==> src/accq_pkg.sv <==
// accumulator bank package: sizes, stream beats, command format and FSM states
package accq_pkg;

  // ==================================================
  // sizes
  // ==================================================
  localparam int unsigned NUM_ACC = 8;  // accumulators in the bank
  localparam int unsigned ACC_W   = 32; // accumulator and psum width
  localparam int unsigned QNT_W   = 8;  // quantized output width
  localparam int unsigned SCALE_W = 8;  // unsigned scale
  localparam int unsigned SHIFT_W = 5;  // right shift amount
  localparam int unsigned ADDR_W  = 3;  // accumulator address
  localparam int unsigned LEN_W   = 8;  // command length field

  // signed product of accumulator and zero-extended scale
  localparam int unsigned PROD_W = ACC_W + SCALE_W + 1;

  // saturation bounds of the quantized result
  localparam int Q_MAX = (2 ** (QNT_W - 1)) - 1;
  localparam int Q_MIN = -(2 ** (QNT_W - 1));

  // ==================================================
  // data types
  // ==================================================
  typedef logic signed [ACC_W-1:0] acc_t;

  typedef struct packed {
    acc_t value;  // one partial sum
  } psum_beat_t;

  typedef struct packed {
    logic [SCALE_W-1:0] scale;
    logic [SHIFT_W-1:0] shift;
  } norm_beat_t;

  typedef enum logic [1:0] {
    OP_CLEAR,
    OP_ACCUM,
    OP_NORMQUANT,
    OP_STREAMOUT
  } op_e;

  typedef struct packed {
    op_e              op;
    logic [LEN_W-1:0] len;  // psum beats, accumulate only
  } cmd_t;

  // request into the normquant pipeline
  typedef struct packed {
    logic [ADDR_W-1:0]  addr;
    acc_t               acc;
    logic [SCALE_W-1:0] scale;
    logic [SHIFT_W-1:0] shift;
  } nq_req_t;

  // quantized result on its way back to the bank
  typedef struct packed {
    logic [ADDR_W-1:0]       addr;
    logic signed [QNT_W-1:0] q;
  } nq_rsp_t;

  typedef logic [NUM_ACC*QNT_W-1:0] out_beat_t;  // byte i holds accumulator i

  typedef enum logic [2:0] {
    IDLE,
    ACCUM,
    NQ_ISSUE,
    NQ_DRAIN,
    STREAMOUT
  } state_e;

endpackage

==> src/accq_fifo.sv <==
// two-entry valid/ready FIFO, payload type set by parameter
module accq_fifo #(
  parameter type T = logic
) (
  input  logic clk_i,
  input  logic rst_ni,
  // input stream
  input  logic in_valid_i,
  input  T     in_data_i,
  output logic in_ready_o,
  // output stream
  output logic out_valid_o,
  output T     out_data_o,
  input  logic out_ready_i
);

  T           mem_q [2];
  logic       wr_ptr_q;
  logic       rd_ptr_q;
  logic [1:0] count_q;
  logic       push;
  logic       pop;

  assign in_ready_o  = (count_q != 2'd2);
  assign out_valid_o = (count_q != 2'd0);
  assign out_data_o  = mem_q[rd_ptr_q];

  assign push = in_valid_i & in_ready_o;
  assign pop  = out_valid_o & out_ready_i;

  // pointers and fill level
  always_ff @(posedge clk_i or negedge rst_ni) begin
    if (!rst_ni) begin
      wr_ptr_q <= 1'b0;
      rd_ptr_q <= 1'b0;
      count_q  <= 2'd0;
    end else begin
      if (push) wr_ptr_q <= ~wr_ptr_q;
      if (pop)  rd_ptr_q <= ~rd_ptr_q;
      case ({push, pop})
        2'b10:   count_q <= count_q + 2'd1;
        2'b01:   count_q <= count_q - 2'd1;
        default: count_q <= count_q;  // both or neither
      endcase
    end
  end

  // storage
  always_ff @(posedge clk_i) begin
    if (push) begin
      mem_q[wr_ptr_q] <= in_data_i;
    end
  end

endmodule

==> src/accq_bank.sv <==
// accumulator register file with add port, quantized write-back and clear
module accq_bank (
  input  logic                                      clk_i,
  input  logic                                      rst_ni,
  input  logic                                      clear_i,
  // accumulate port
  input  logic                                      add_en_i,
  input  logic [accq_pkg::ADDR_W-1:0]               add_addr_i,
  input  accq_pkg::acc_t                            add_val_i,
  // quantized write-back port
  input  logic                                      wr_en_i,
  input  logic [accq_pkg::ADDR_W-1:0]               wr_addr_i,
  input  logic signed [accq_pkg::QNT_W-1:0]         wr_q_i,
  // read ports
  input  logic [accq_pkg::ADDR_W-1:0]               rd_addr_i,
  output accq_pkg::acc_t                            rd_data_o,
  output accq_pkg::acc_t [accq_pkg::NUM_ACC-1:0]    all_o
);

  accq_pkg::acc_t [accq_pkg::NUM_ACC-1:0] acc_q;
  accq_pkg::acc_t                         sum;
  accq_pkg::acc_t                         wr_ext;

  // ==================================================
  // datapath
  // ==================================================
  assign sum    = acc_q[add_addr_i] + add_val_i;  // wraps at 32 bits
  assign wr_ext = {{(accq_pkg::ACC_W - accq_pkg::QNT_W){wr_q_i[accq_pkg::QNT_W-1]}}, wr_q_i};

  always_ff @(posedge clk_i or negedge rst_ni) begin
    if (!rst_ni) begin
      acc_q <= '0;
    end else if (clear_i) begin
      acc_q <= '0;
    end else begin
      if (add_en_i) begin
        acc_q[add_addr_i] <= sum;
      end
      // write-back wins if both hit the same entry
      if (wr_en_i) begin
        acc_q[wr_addr_i] <= wr_ext;
      end
    end
  end

  // ==================================================
  // read side
  // ==================================================
  assign rd_data_o = acc_q[rd_addr_i];  // combinational read
  assign all_o     = acc_q;             // whole bank for streamout

endmodule

==> src/accq_normquant.sv <==
// normalization and quantization stage: scale, arithmetic shift, saturate to 8 bits
module accq_normquant (
  input  logic              clk_i,
  input  logic              rst_ni,
  input  logic              req_valid_i,
  input  accq_pkg::nq_req_t req_i,
  output logic              rsp_valid_o,
  output accq_pkg::nq_rsp_t rsp_o
);

  logic signed [accq_pkg::PROD_W-1:0] prod;
  logic signed [accq_pkg::PROD_W-1:0] shifted;
  logic signed [accq_pkg::QNT_W-1:0]  q_d;
  logic                               rsp_valid_q;
  accq_pkg::nq_rsp_t                  rsp_q;

  // scale is unsigned, so it gets a zero sign bit
  assign prod    = req_i.acc * $signed({1'b0, req_i.scale});
  assign shifted = prod >>> req_i.shift;

  // clip to the signed 8-bit range
  always_comb begin
    if (shifted > accq_pkg::Q_MAX) begin
      q_d = accq_pkg::QNT_W'(accq_pkg::Q_MAX);
    end else if (shifted < accq_pkg::Q_MIN) begin
      q_d = accq_pkg::QNT_W'(accq_pkg::Q_MIN);
    end else begin
      q_d = shifted[accq_pkg::QNT_W-1:0];
    end
  end

  // one pipeline register, never stalls
  always_ff @(posedge clk_i or negedge rst_ni) begin
    if (!rst_ni) begin
      rsp_valid_q <= 1'b0;
    end else begin
      rsp_valid_q <= req_valid_i;
    end
  end

  always_ff @(posedge clk_i) begin
    if (req_valid_i) begin
      rsp_q.addr <= req_i.addr;
      rsp_q.q    <= q_d;
    end
  end

  assign rsp_valid_o = rsp_valid_q;
  assign rsp_o       = rsp_q;

endmodule

==> src/accq_ctrl.sv <==
// command FSM with length and address counters and the stream handshakes
module accq_ctrl (
  input  logic                          clk_i,
  input  logic                          rst_ni,
  // commands
  input  logic                          cmd_valid_i,
  input  accq_pkg::cmd_t                cmd_i,
  output logic                          cmd_ready_o,
  // psum and norm streams from the FIFOs
  input  logic                          psum_valid_i,
  input  accq_pkg::psum_beat_t          psum_i,
  output logic                          psum_ready_o,
  input  logic                          norm_valid_i,
  input  accq_pkg::norm_beat_t          norm_i,
  output logic                          norm_ready_o,
  // bank
  input  accq_pkg::acc_t                rd_data_i,
  output logic                          bank_clear_o,
  output logic                          add_en_o,
  output logic [accq_pkg::ADDR_W-1:0]   add_addr_o,
  output accq_pkg::acc_t                add_val_o,
  output logic [accq_pkg::ADDR_W-1:0]   rd_addr_o,
  // normquant pipeline
  output logic                          nq_valid_o,
  output accq_pkg::nq_req_t             nq_req_o,
  // output register
  output logic                          out_load_o,
  input  logic                          out_ready_i,
  output logic                          busy_o
);

  accq_pkg::state_e                state_q, state_d;
  logic [accq_pkg::LEN_W-1:0]      len_q;
  logic [accq_pkg::ADDR_W-1:0]     addr_q;
  logic                            cmd_hs;
  logic                            psum_hs;
  logic                            norm_hs;
  logic                            addr_last;

  assign cmd_ready_o  = (state_q == accq_pkg::IDLE);
  assign busy_o       = (state_q != accq_pkg::IDLE);
  assign psum_ready_o = (state_q == accq_pkg::ACCUM);
  assign norm_ready_o = (state_q == accq_pkg::NQ_ISSUE);

  assign cmd_hs    = cmd_valid_i & cmd_ready_o;
  assign psum_hs   = psum_valid_i & psum_ready_o;
  assign norm_hs   = norm_valid_i & norm_ready_o;
  assign addr_last = (addr_q == accq_pkg::ADDR_W'(accq_pkg::NUM_ACC - 1));

  // ==================================================
  // bank and pipeline controls
  // ==================================================
  assign bank_clear_o = cmd_hs & (cmd_i.op == accq_pkg::OP_CLEAR);
  assign out_load_o   = cmd_hs & (cmd_i.op == accq_pkg::OP_STREAMOUT);

  assign add_en_o   = psum_hs;
  assign add_addr_o = addr_q;
  assign add_val_o  = psum_i.value;

  assign rd_addr_o  = addr_q;
  assign nq_valid_o = norm_hs;  // one request per norm beat

  always_comb begin
    nq_req_o.addr  = addr_q;
    nq_req_o.acc   = rd_data_i;
    nq_req_o.scale = norm_i.scale;
    nq_req_o.shift = norm_i.shift;
  end

  // ==================================================
  // FSM
  // ==================================================
  always_comb begin
    state_d = state_q;
    case (state_q)
      accq_pkg::IDLE: begin
        if (cmd_hs) begin
          case (cmd_i.op)
            accq_pkg::OP_ACCUM:     if (cmd_i.len != '0) state_d = accq_pkg::ACCUM;
            accq_pkg::OP_NORMQUANT: state_d = accq_pkg::NQ_ISSUE;
            accq_pkg::OP_STREAMOUT: state_d = accq_pkg::STREAMOUT;
            default:                state_d = accq_pkg::IDLE;  // clear is done in place
          endcase
        end
      end
      accq_pkg::ACCUM: begin
        if (psum_hs && len_q == accq_pkg::LEN_W'(1)) state_d = accq_pkg::IDLE;
      end
      accq_pkg::NQ_ISSUE: begin
        if (norm_hs && addr_last) state_d = accq_pkg::NQ_DRAIN;
      end
      accq_pkg::NQ_DRAIN:  state_d = accq_pkg::IDLE;  // last write-back lands here
      accq_pkg::STREAMOUT: begin
        if (out_ready_i) state_d = accq_pkg::IDLE;    // out_valid_o is high all along
      end
      default: state_d = accq_pkg::IDLE;
    endcase
  end

  always_ff @(posedge clk_i or negedge rst_ni) begin
    if (!rst_ni) begin
      state_q <= accq_pkg::IDLE;
      len_q   <= '0;
      addr_q  <= '0;
    end else begin
      state_q <= state_d;
      // remaining psum beats of an accumulate
      if (cmd_hs && cmd_i.op == accq_pkg::OP_ACCUM) begin
        len_q <= cmd_i.len;
      end else if (psum_hs) begin
        len_q <= len_q - 1'b1;
      end
      // round-robin address, restarts only for normquant
      if (cmd_hs && cmd_i.op == accq_pkg::OP_NORMQUANT) begin
        addr_q <= '0;
      end else if (psum_hs || norm_hs) begin
        addr_q <= addr_last ? '0 : addr_q + 1'b1;
      end
    end
  end

endmodule

==> src/accq_top.sv <==
// accumulator bank top: input FIFOs, controller, bank, normquant and streamout register
module accq_top (
  input  logic                 clk_i,
  input  logic                 rst_ni,
  // command stream
  input  logic                 cmd_valid_i,
  input  accq_pkg::cmd_t       cmd_i,
  output logic                 cmd_ready_o,
  // psum stream
  input  logic                 psum_valid_i,
  input  accq_pkg::psum_beat_t psum_i,
  output logic                 psum_ready_o,
  // norm stream
  input  logic                 norm_valid_i,
  input  accq_pkg::norm_beat_t norm_i,
  output logic                 norm_ready_o,
  // output stream
  output logic                 out_valid_o,
  output accq_pkg::out_beat_t  out_o,
  input  logic                 out_ready_i,
  output logic                 busy_o
);

  logic                                   psum_f_valid, psum_f_ready;
  accq_pkg::psum_beat_t                   psum_f;
  logic                                   norm_f_valid, norm_f_ready;
  accq_pkg::norm_beat_t                   norm_f;
  logic                                   bank_clear, add_en;
  logic [accq_pkg::ADDR_W-1:0]            add_addr, rd_addr;
  accq_pkg::acc_t                         add_val, rd_data;
  accq_pkg::acc_t [accq_pkg::NUM_ACC-1:0] all_acc;
  logic                                   nq_valid, rsp_valid;
  accq_pkg::nq_req_t                      nq_req;
  accq_pkg::nq_rsp_t                      nq_rsp;
  logic                                   out_load;
  logic                                   out_valid_q;
  accq_pkg::out_beat_t                    out_q, packed_bytes;

  // ==================================================
  // input side
  // ==================================================
  accq_fifo #(.T(accq_pkg::psum_beat_t)) u_psum_fifo (
    .clk_i, .rst_ni,
    .in_valid_i (psum_valid_i), .in_data_i (psum_i), .in_ready_o (psum_ready_o),
    .out_valid_o(psum_f_valid), .out_data_o(psum_f), .out_ready_i(psum_f_ready)
  );

  accq_fifo #(.T(accq_pkg::norm_beat_t)) u_norm_fifo (
    .clk_i, .rst_ni,
    .in_valid_i (norm_valid_i), .in_data_i (norm_i), .in_ready_o (norm_ready_o),
    .out_valid_o(norm_f_valid), .out_data_o(norm_f), .out_ready_i(norm_f_ready)
  );

  // ==================================================
  // processing
  // ==================================================
  accq_ctrl u_ctrl (
    .clk_i, .rst_ni, .cmd_valid_i, .cmd_i, .cmd_ready_o,
    .psum_valid_i(psum_f_valid), .psum_i(psum_f), .psum_ready_o(psum_f_ready),
    .norm_valid_i(norm_f_valid), .norm_i(norm_f), .norm_ready_o(norm_f_ready),
    .rd_data_i(rd_data), .bank_clear_o(bank_clear), .add_en_o(add_en),
    .add_addr_o(add_addr), .add_val_o(add_val), .rd_addr_o(rd_addr),
    .nq_valid_o(nq_valid), .nq_req_o(nq_req), .out_load_o(out_load),
    .out_ready_i, .busy_o
  );

  accq_bank u_bank (
    .clk_i, .rst_ni, .clear_i(bank_clear),
    .add_en_i(add_en), .add_addr_i(add_addr), .add_val_i(add_val),
    .wr_en_i(rsp_valid), .wr_addr_i(nq_rsp.addr), .wr_q_i(nq_rsp.q),  // write-back
    .rd_addr_i(rd_addr), .rd_data_o(rd_data), .all_o(all_acc)
  );

  accq_normquant u_nq (
    .clk_i, .rst_ni, .req_valid_i(nq_valid), .req_i(nq_req),
    .rsp_valid_o(rsp_valid), .rsp_o(nq_rsp)
  );

  // ==================================================
  // streamout register
  // ==================================================
  always_comb begin
    for (int i = 0; i < accq_pkg::NUM_ACC; i++) begin
      packed_bytes[i*accq_pkg::QNT_W +: accq_pkg::QNT_W] = all_acc[i][accq_pkg::QNT_W-1:0];
    end
  end

  always_ff @(posedge clk_i or negedge rst_ni) begin
    if (!rst_ni) begin
      out_valid_q <= 1'b0;
    end else if (out_load) begin
      out_valid_q <= 1'b1;
    end else if (out_ready_i) begin
      out_valid_q <= 1'b0;  // beat taken
    end
  end

  always_ff @(posedge clk_i) begin
    if (out_load) out_q <= packed_bytes;
  end

  assign out_valid_o = out_valid_q;
  assign out_o       = out_q;

endmodule

==> config.mk <==
export PLATFORM = sky130hd
export DESIGN_NAME = accq_top
export DESIGN_NICKNAME = d
export VERILOG_FILES = /design/src/accq_pkg.sv /design/src/accq_fifo.sv /design/src/accq_bank.sv /design/src/accq_normquant.sv /design/src/accq_ctrl.sv /design/src/accq_top.sv
export SDC_FILE = /design/constraint.sdc
export NUM_CORES = 2
export LEC_CHECK = 0
export BUFFER_PORTS_ARGS = -buffer_cell sky130_fd_sc_hd__buf_2
export CORE_MARGIN = 3
export CORE_UTILIZATION = 45
export DETAILED_ROUTE_END_ITERATION = 12
export SYNTH_ARGS = -nofsm -noshare
export SYNTH_HDL_FRONTEND = slang
export SYNTH_HIERARCHICAL = 1
export SYNTH_SLANG_ARGS = --single-unit
==> constraint.sdc <==
create_clock -name clk_i -period 7.7 [get_ports clk_i]
set_input_delay 1.155 -clock clk_i [delete_from_list [all_inputs] [get_ports clk_i]]
set_output_delay 1.155 -clock clk_i [all_outputs]
set_load 0.005 [all_outputs]
==> results by group <==
Synthesis
  • Share of Yosys cell area claimed by the top area cell type: 18.8%
  • Cell area after synthesis: 37300 sq um
  • Post-Syn Instances: 3941
  • Syn Nets: 4320
  • Fraction of registers with async set/reset: 62.9%
  • Number of synthesized flops with an enable pin: 165
  • Area leader, netlist: dfrtp_1
  • YS warnings: 6
  • Seq/Total Area, Yosys: approximately a third
  • Ys flop type: dfrtp_1
  • Flops & latches, synth: approximately 450
  • Syn Area/Cell: 9.47 sq um
  • Synth top area cells: dfrtp_1 (19%), edfxtp_1 (13%), fa_1 (11%)
  • Post-synth cell types: 119

Final layout
  • Multi-input logic area: around 23000 sq um
  • Fill count: 7334
  • Most frequent cells in the layout: nand2_1 (557), buf_4 (389), dfrtp_1 (277), a21oi_1 (260), nor2_1 (250)
  • Commonest non-fill, non-tap cell in the layout: nand2_1
  • Sequential cell area: 12000 sq um
  • Area Growth Syn to Fin: 16.1%
  • Nets: 4566
  • Share of cells above drive strength 1: 25.1%
  • Cell Count, Final, Fillers Out: 5292
  • Design area: 43300 sq um

Clock tree
  • CTS Buf Count: 52
  • H-tree depth: 2
  • CTS tree: done
  • Clock transition at path regs: 0.06 ns
  • Longest Clk Path Bufs: 3
  • Clock tree sinks: 445
  • Clock Latency Late Sink: 0.64 ns
  • Root Buffer: clkbuf_16

STA
  • Crit share post-route: 104%
  • Fmax: 124 MHz
  • Fin Setup TNS: -2.24 ns
  • Unrepaired setup endpoints after global routing: true
  • Final setup fails: 7
  • Slew Limit Headroom: 12.5%
  • Fin. max-slew vios: 0
  • Slew @ Worst Pin: approximately 1.3 ns
  • Final Critical Period: 8.03 ns
  • Fin. Hold Viols: 0
  • Post-route setup slack: -0.332 ns
  • Layout Skew: ~0.039 ns

Routing
  • DRC: 0
  • Final wirelength: 131000 um
  • DRT iter0 DRCs: 3432
  • Wire per inst: 24.7 um
  • Vias per inst: approximately 6.3
  • DR vias: around 33k
  • Antenna Nets Post-Route: 0
  • First-pass DRT Iterations: 6

Floorplanning
  • Die width: roughly 290 um
  • Die span in y: 294 um
  • Full die area: 86400 sq um
  • Placement Rows: 104
  • Initial Util: 45.9%
  • IO Count: 130
  • Core box area: 81300 sq um

Worst setup path
  • Worst path slowest cell: fa_1
  • Worst path arrival time: 8.39 ns
  • WP data required: 8.06 ns
  • R2r endpoint: u_nq/rsp_o[5]
  • FF-to-FF setup slack: -0.33 ns
  • CP peak stage delay: 0.58 ns
  • Most used cell, CP: buf_4
  • R2R cell count: 28
  • Critical path startpoint: u_ctrl/add_addr_o[0]
  • Setup crit start kind: flip-flop
  • Max FO, Critical Path: 10
  • FF-to-FF Start: u_ctrl/add_addr_o[0]
  • Worst setup path end: u_nq/rsp_o[5]
  • Critical Path End Type: flip-flop
  • Crit Path Class: flip-flop to flip-flop

Place
  • Placed cell areas: 40700 sq um
  • DP Wirelength: 93500 um
  • GPL Wtd Cong: 0.942
  • Placed cells: slightly above 5k
  • Place WS: -0.698 ns
  • Input/output buffers: 129

Global routing
  • Vias in the first global route: 33.2k
  • GRT Overall Usage: around 30%
  • Grt ovf: 0
  • First-pass GRT wire length: 200000 um
  • Largest net degree at the start of global routing: between 100 and 150
  • Initial antenna violation count: 7

Run status
  • Outcome: finished with violations
  • Failing checks: negative setup slack

Run
  • Max-Cap Viols: 0

Worst hold path
  • Hold Path Class: flip-flop to flip-flop
[timing repair]
| item | in CTS | in global routing |
|---|---|---|
| hold buffers | 0 | 0 |
| gates resized for setup | 68 | 64 |
| setup buffers | 19 | 11 |
| cloned | 1 | 0 |
| endpoints found under the setup margin | 7 | 7 |
| pin swaps | 14 | 26 |
[critical path: cells and delay by family, from the launching register on]
| kind | cells | cell delay [ns] |
|---|---|---|
| adders and majority gates | 5 | 2.24 |
| AOI/OAI and AO/OA | 8 | 1.44 |
| muxes | 3 | 1.37 |
| and+or+nand+nor | 5 | 1.10 |
| buffers and inverters | 7 | 1.07 |
| DFF | 1 | 0.49 |
[logic make-up (layout without fill, tap and decap cells)]
kind of cell | Yosys count | count (layout) | synth area share, %
adder cells (fa/ha/maj) | 318 | 318 | 14.7
XOR/XNOR | 56 | 56 | 1.33
other | 0 | 2 | 0
multiplexers | 277 | 277 | 10.5
AO/OA/AOI/OAI | 1026 | 1026 | 19.2
AND/OR/NAND/NOR | 1255 | 1255 | 15.4
flip-flops | 445 | 445 | 32.1
buffers and inverters | 564 | 853 | 6.86
[flip-flops by register name, indices dropped and copies added, names as in the netlist]
signal and cells:
u_ctrl/len_q 8, u_psum_fifo/rd_ptr_q 1, u_psum_fifo/count_q 2, u_norm_fifo/count_q 2, u_ctrl/add_addr_o 3, u_nq/rsp_o 11
out_o 64, u_psum_fifo/mem_q 64, u_nq/rsp_valid_o 1, u_norm_fifo/rd_ptr_q 1, u_psum_fifo/wr_ptr_q 1, u_norm_fifo/wr_ptr_q 1
u_bank/all_o 256, u_norm_fifo/mem_q 26, u_ctrl/state_q 3, out_valid_o 1
[worst min path at each step]
stage | startpoint | end | cells after the start
finish | out_valid_o | out_valid_o | 1
global route | out_valid_o | out_valid_o | 1
global placement | out_valid_o | out_valid_o | 1
detailed placement | out_valid_o | out_valid_o | 1
floorplan | u_norm_fifo/count_q[1] | u_norm_fifo/count_q[1] | 1
CTS | out_valid_o | out_valid_o | 1
[Yosys cell counts (57+ instances only)]
library cell,instances
clkbuf_1,198
fa_1,199
dfrtp_1,280
o221a_2,57
nor3_1,89
buf_4,96
mux2i_1,66
mux2_2,131
nor2_1,254
nand2_1,566
a31oi_1,74
o211ai_1,77
ha_1,119
o21ai_0,143
mux4_2,77
nand3_1,69
edfxtp_1,165
and2_1,92
a21oi_1,273
inv_1,208
[cell type report]
type,count,share of cell area [%]
clock buffer,70,3.40
antenna,2,0.0115
sequential,445,27.6
timing repair buffer,545,9.50
multi-input combinational,2932,54.1
tap,1060,3.06
clock inverter,27,0.468
inverter,211,1.83
[per-stage QoR]
| step | util (%) | hold slack [ns] |
|---|---|---|
| 2_1_floorplan | - | 0.456 |
| 3_3_place_gp | 50.1 | 0.461 |
| 3_5_place_dp | 50.1 | 0.468 |
| 4_1_cts | 52.8 | 0.482 |
| 5_1_grt | 53.3 | 0.502 |
| 6_report | 53.3 | 0.476 |
[layer usage]
layer | global-route usage (%) | routed length, um | share of wire, %
met1 | 38.6 | 51900 | 40
met2 | 48.2 | 59800 | 46
met3 | 6.85 | 12300 | 9.4
met4 | 13.4 | 6880 | 5.3
met5 | 0 | 36 | 0.028
Power is not shown: default switching activity piles up to over one toggle a cycle in this logic, so the estimate is an artifact.
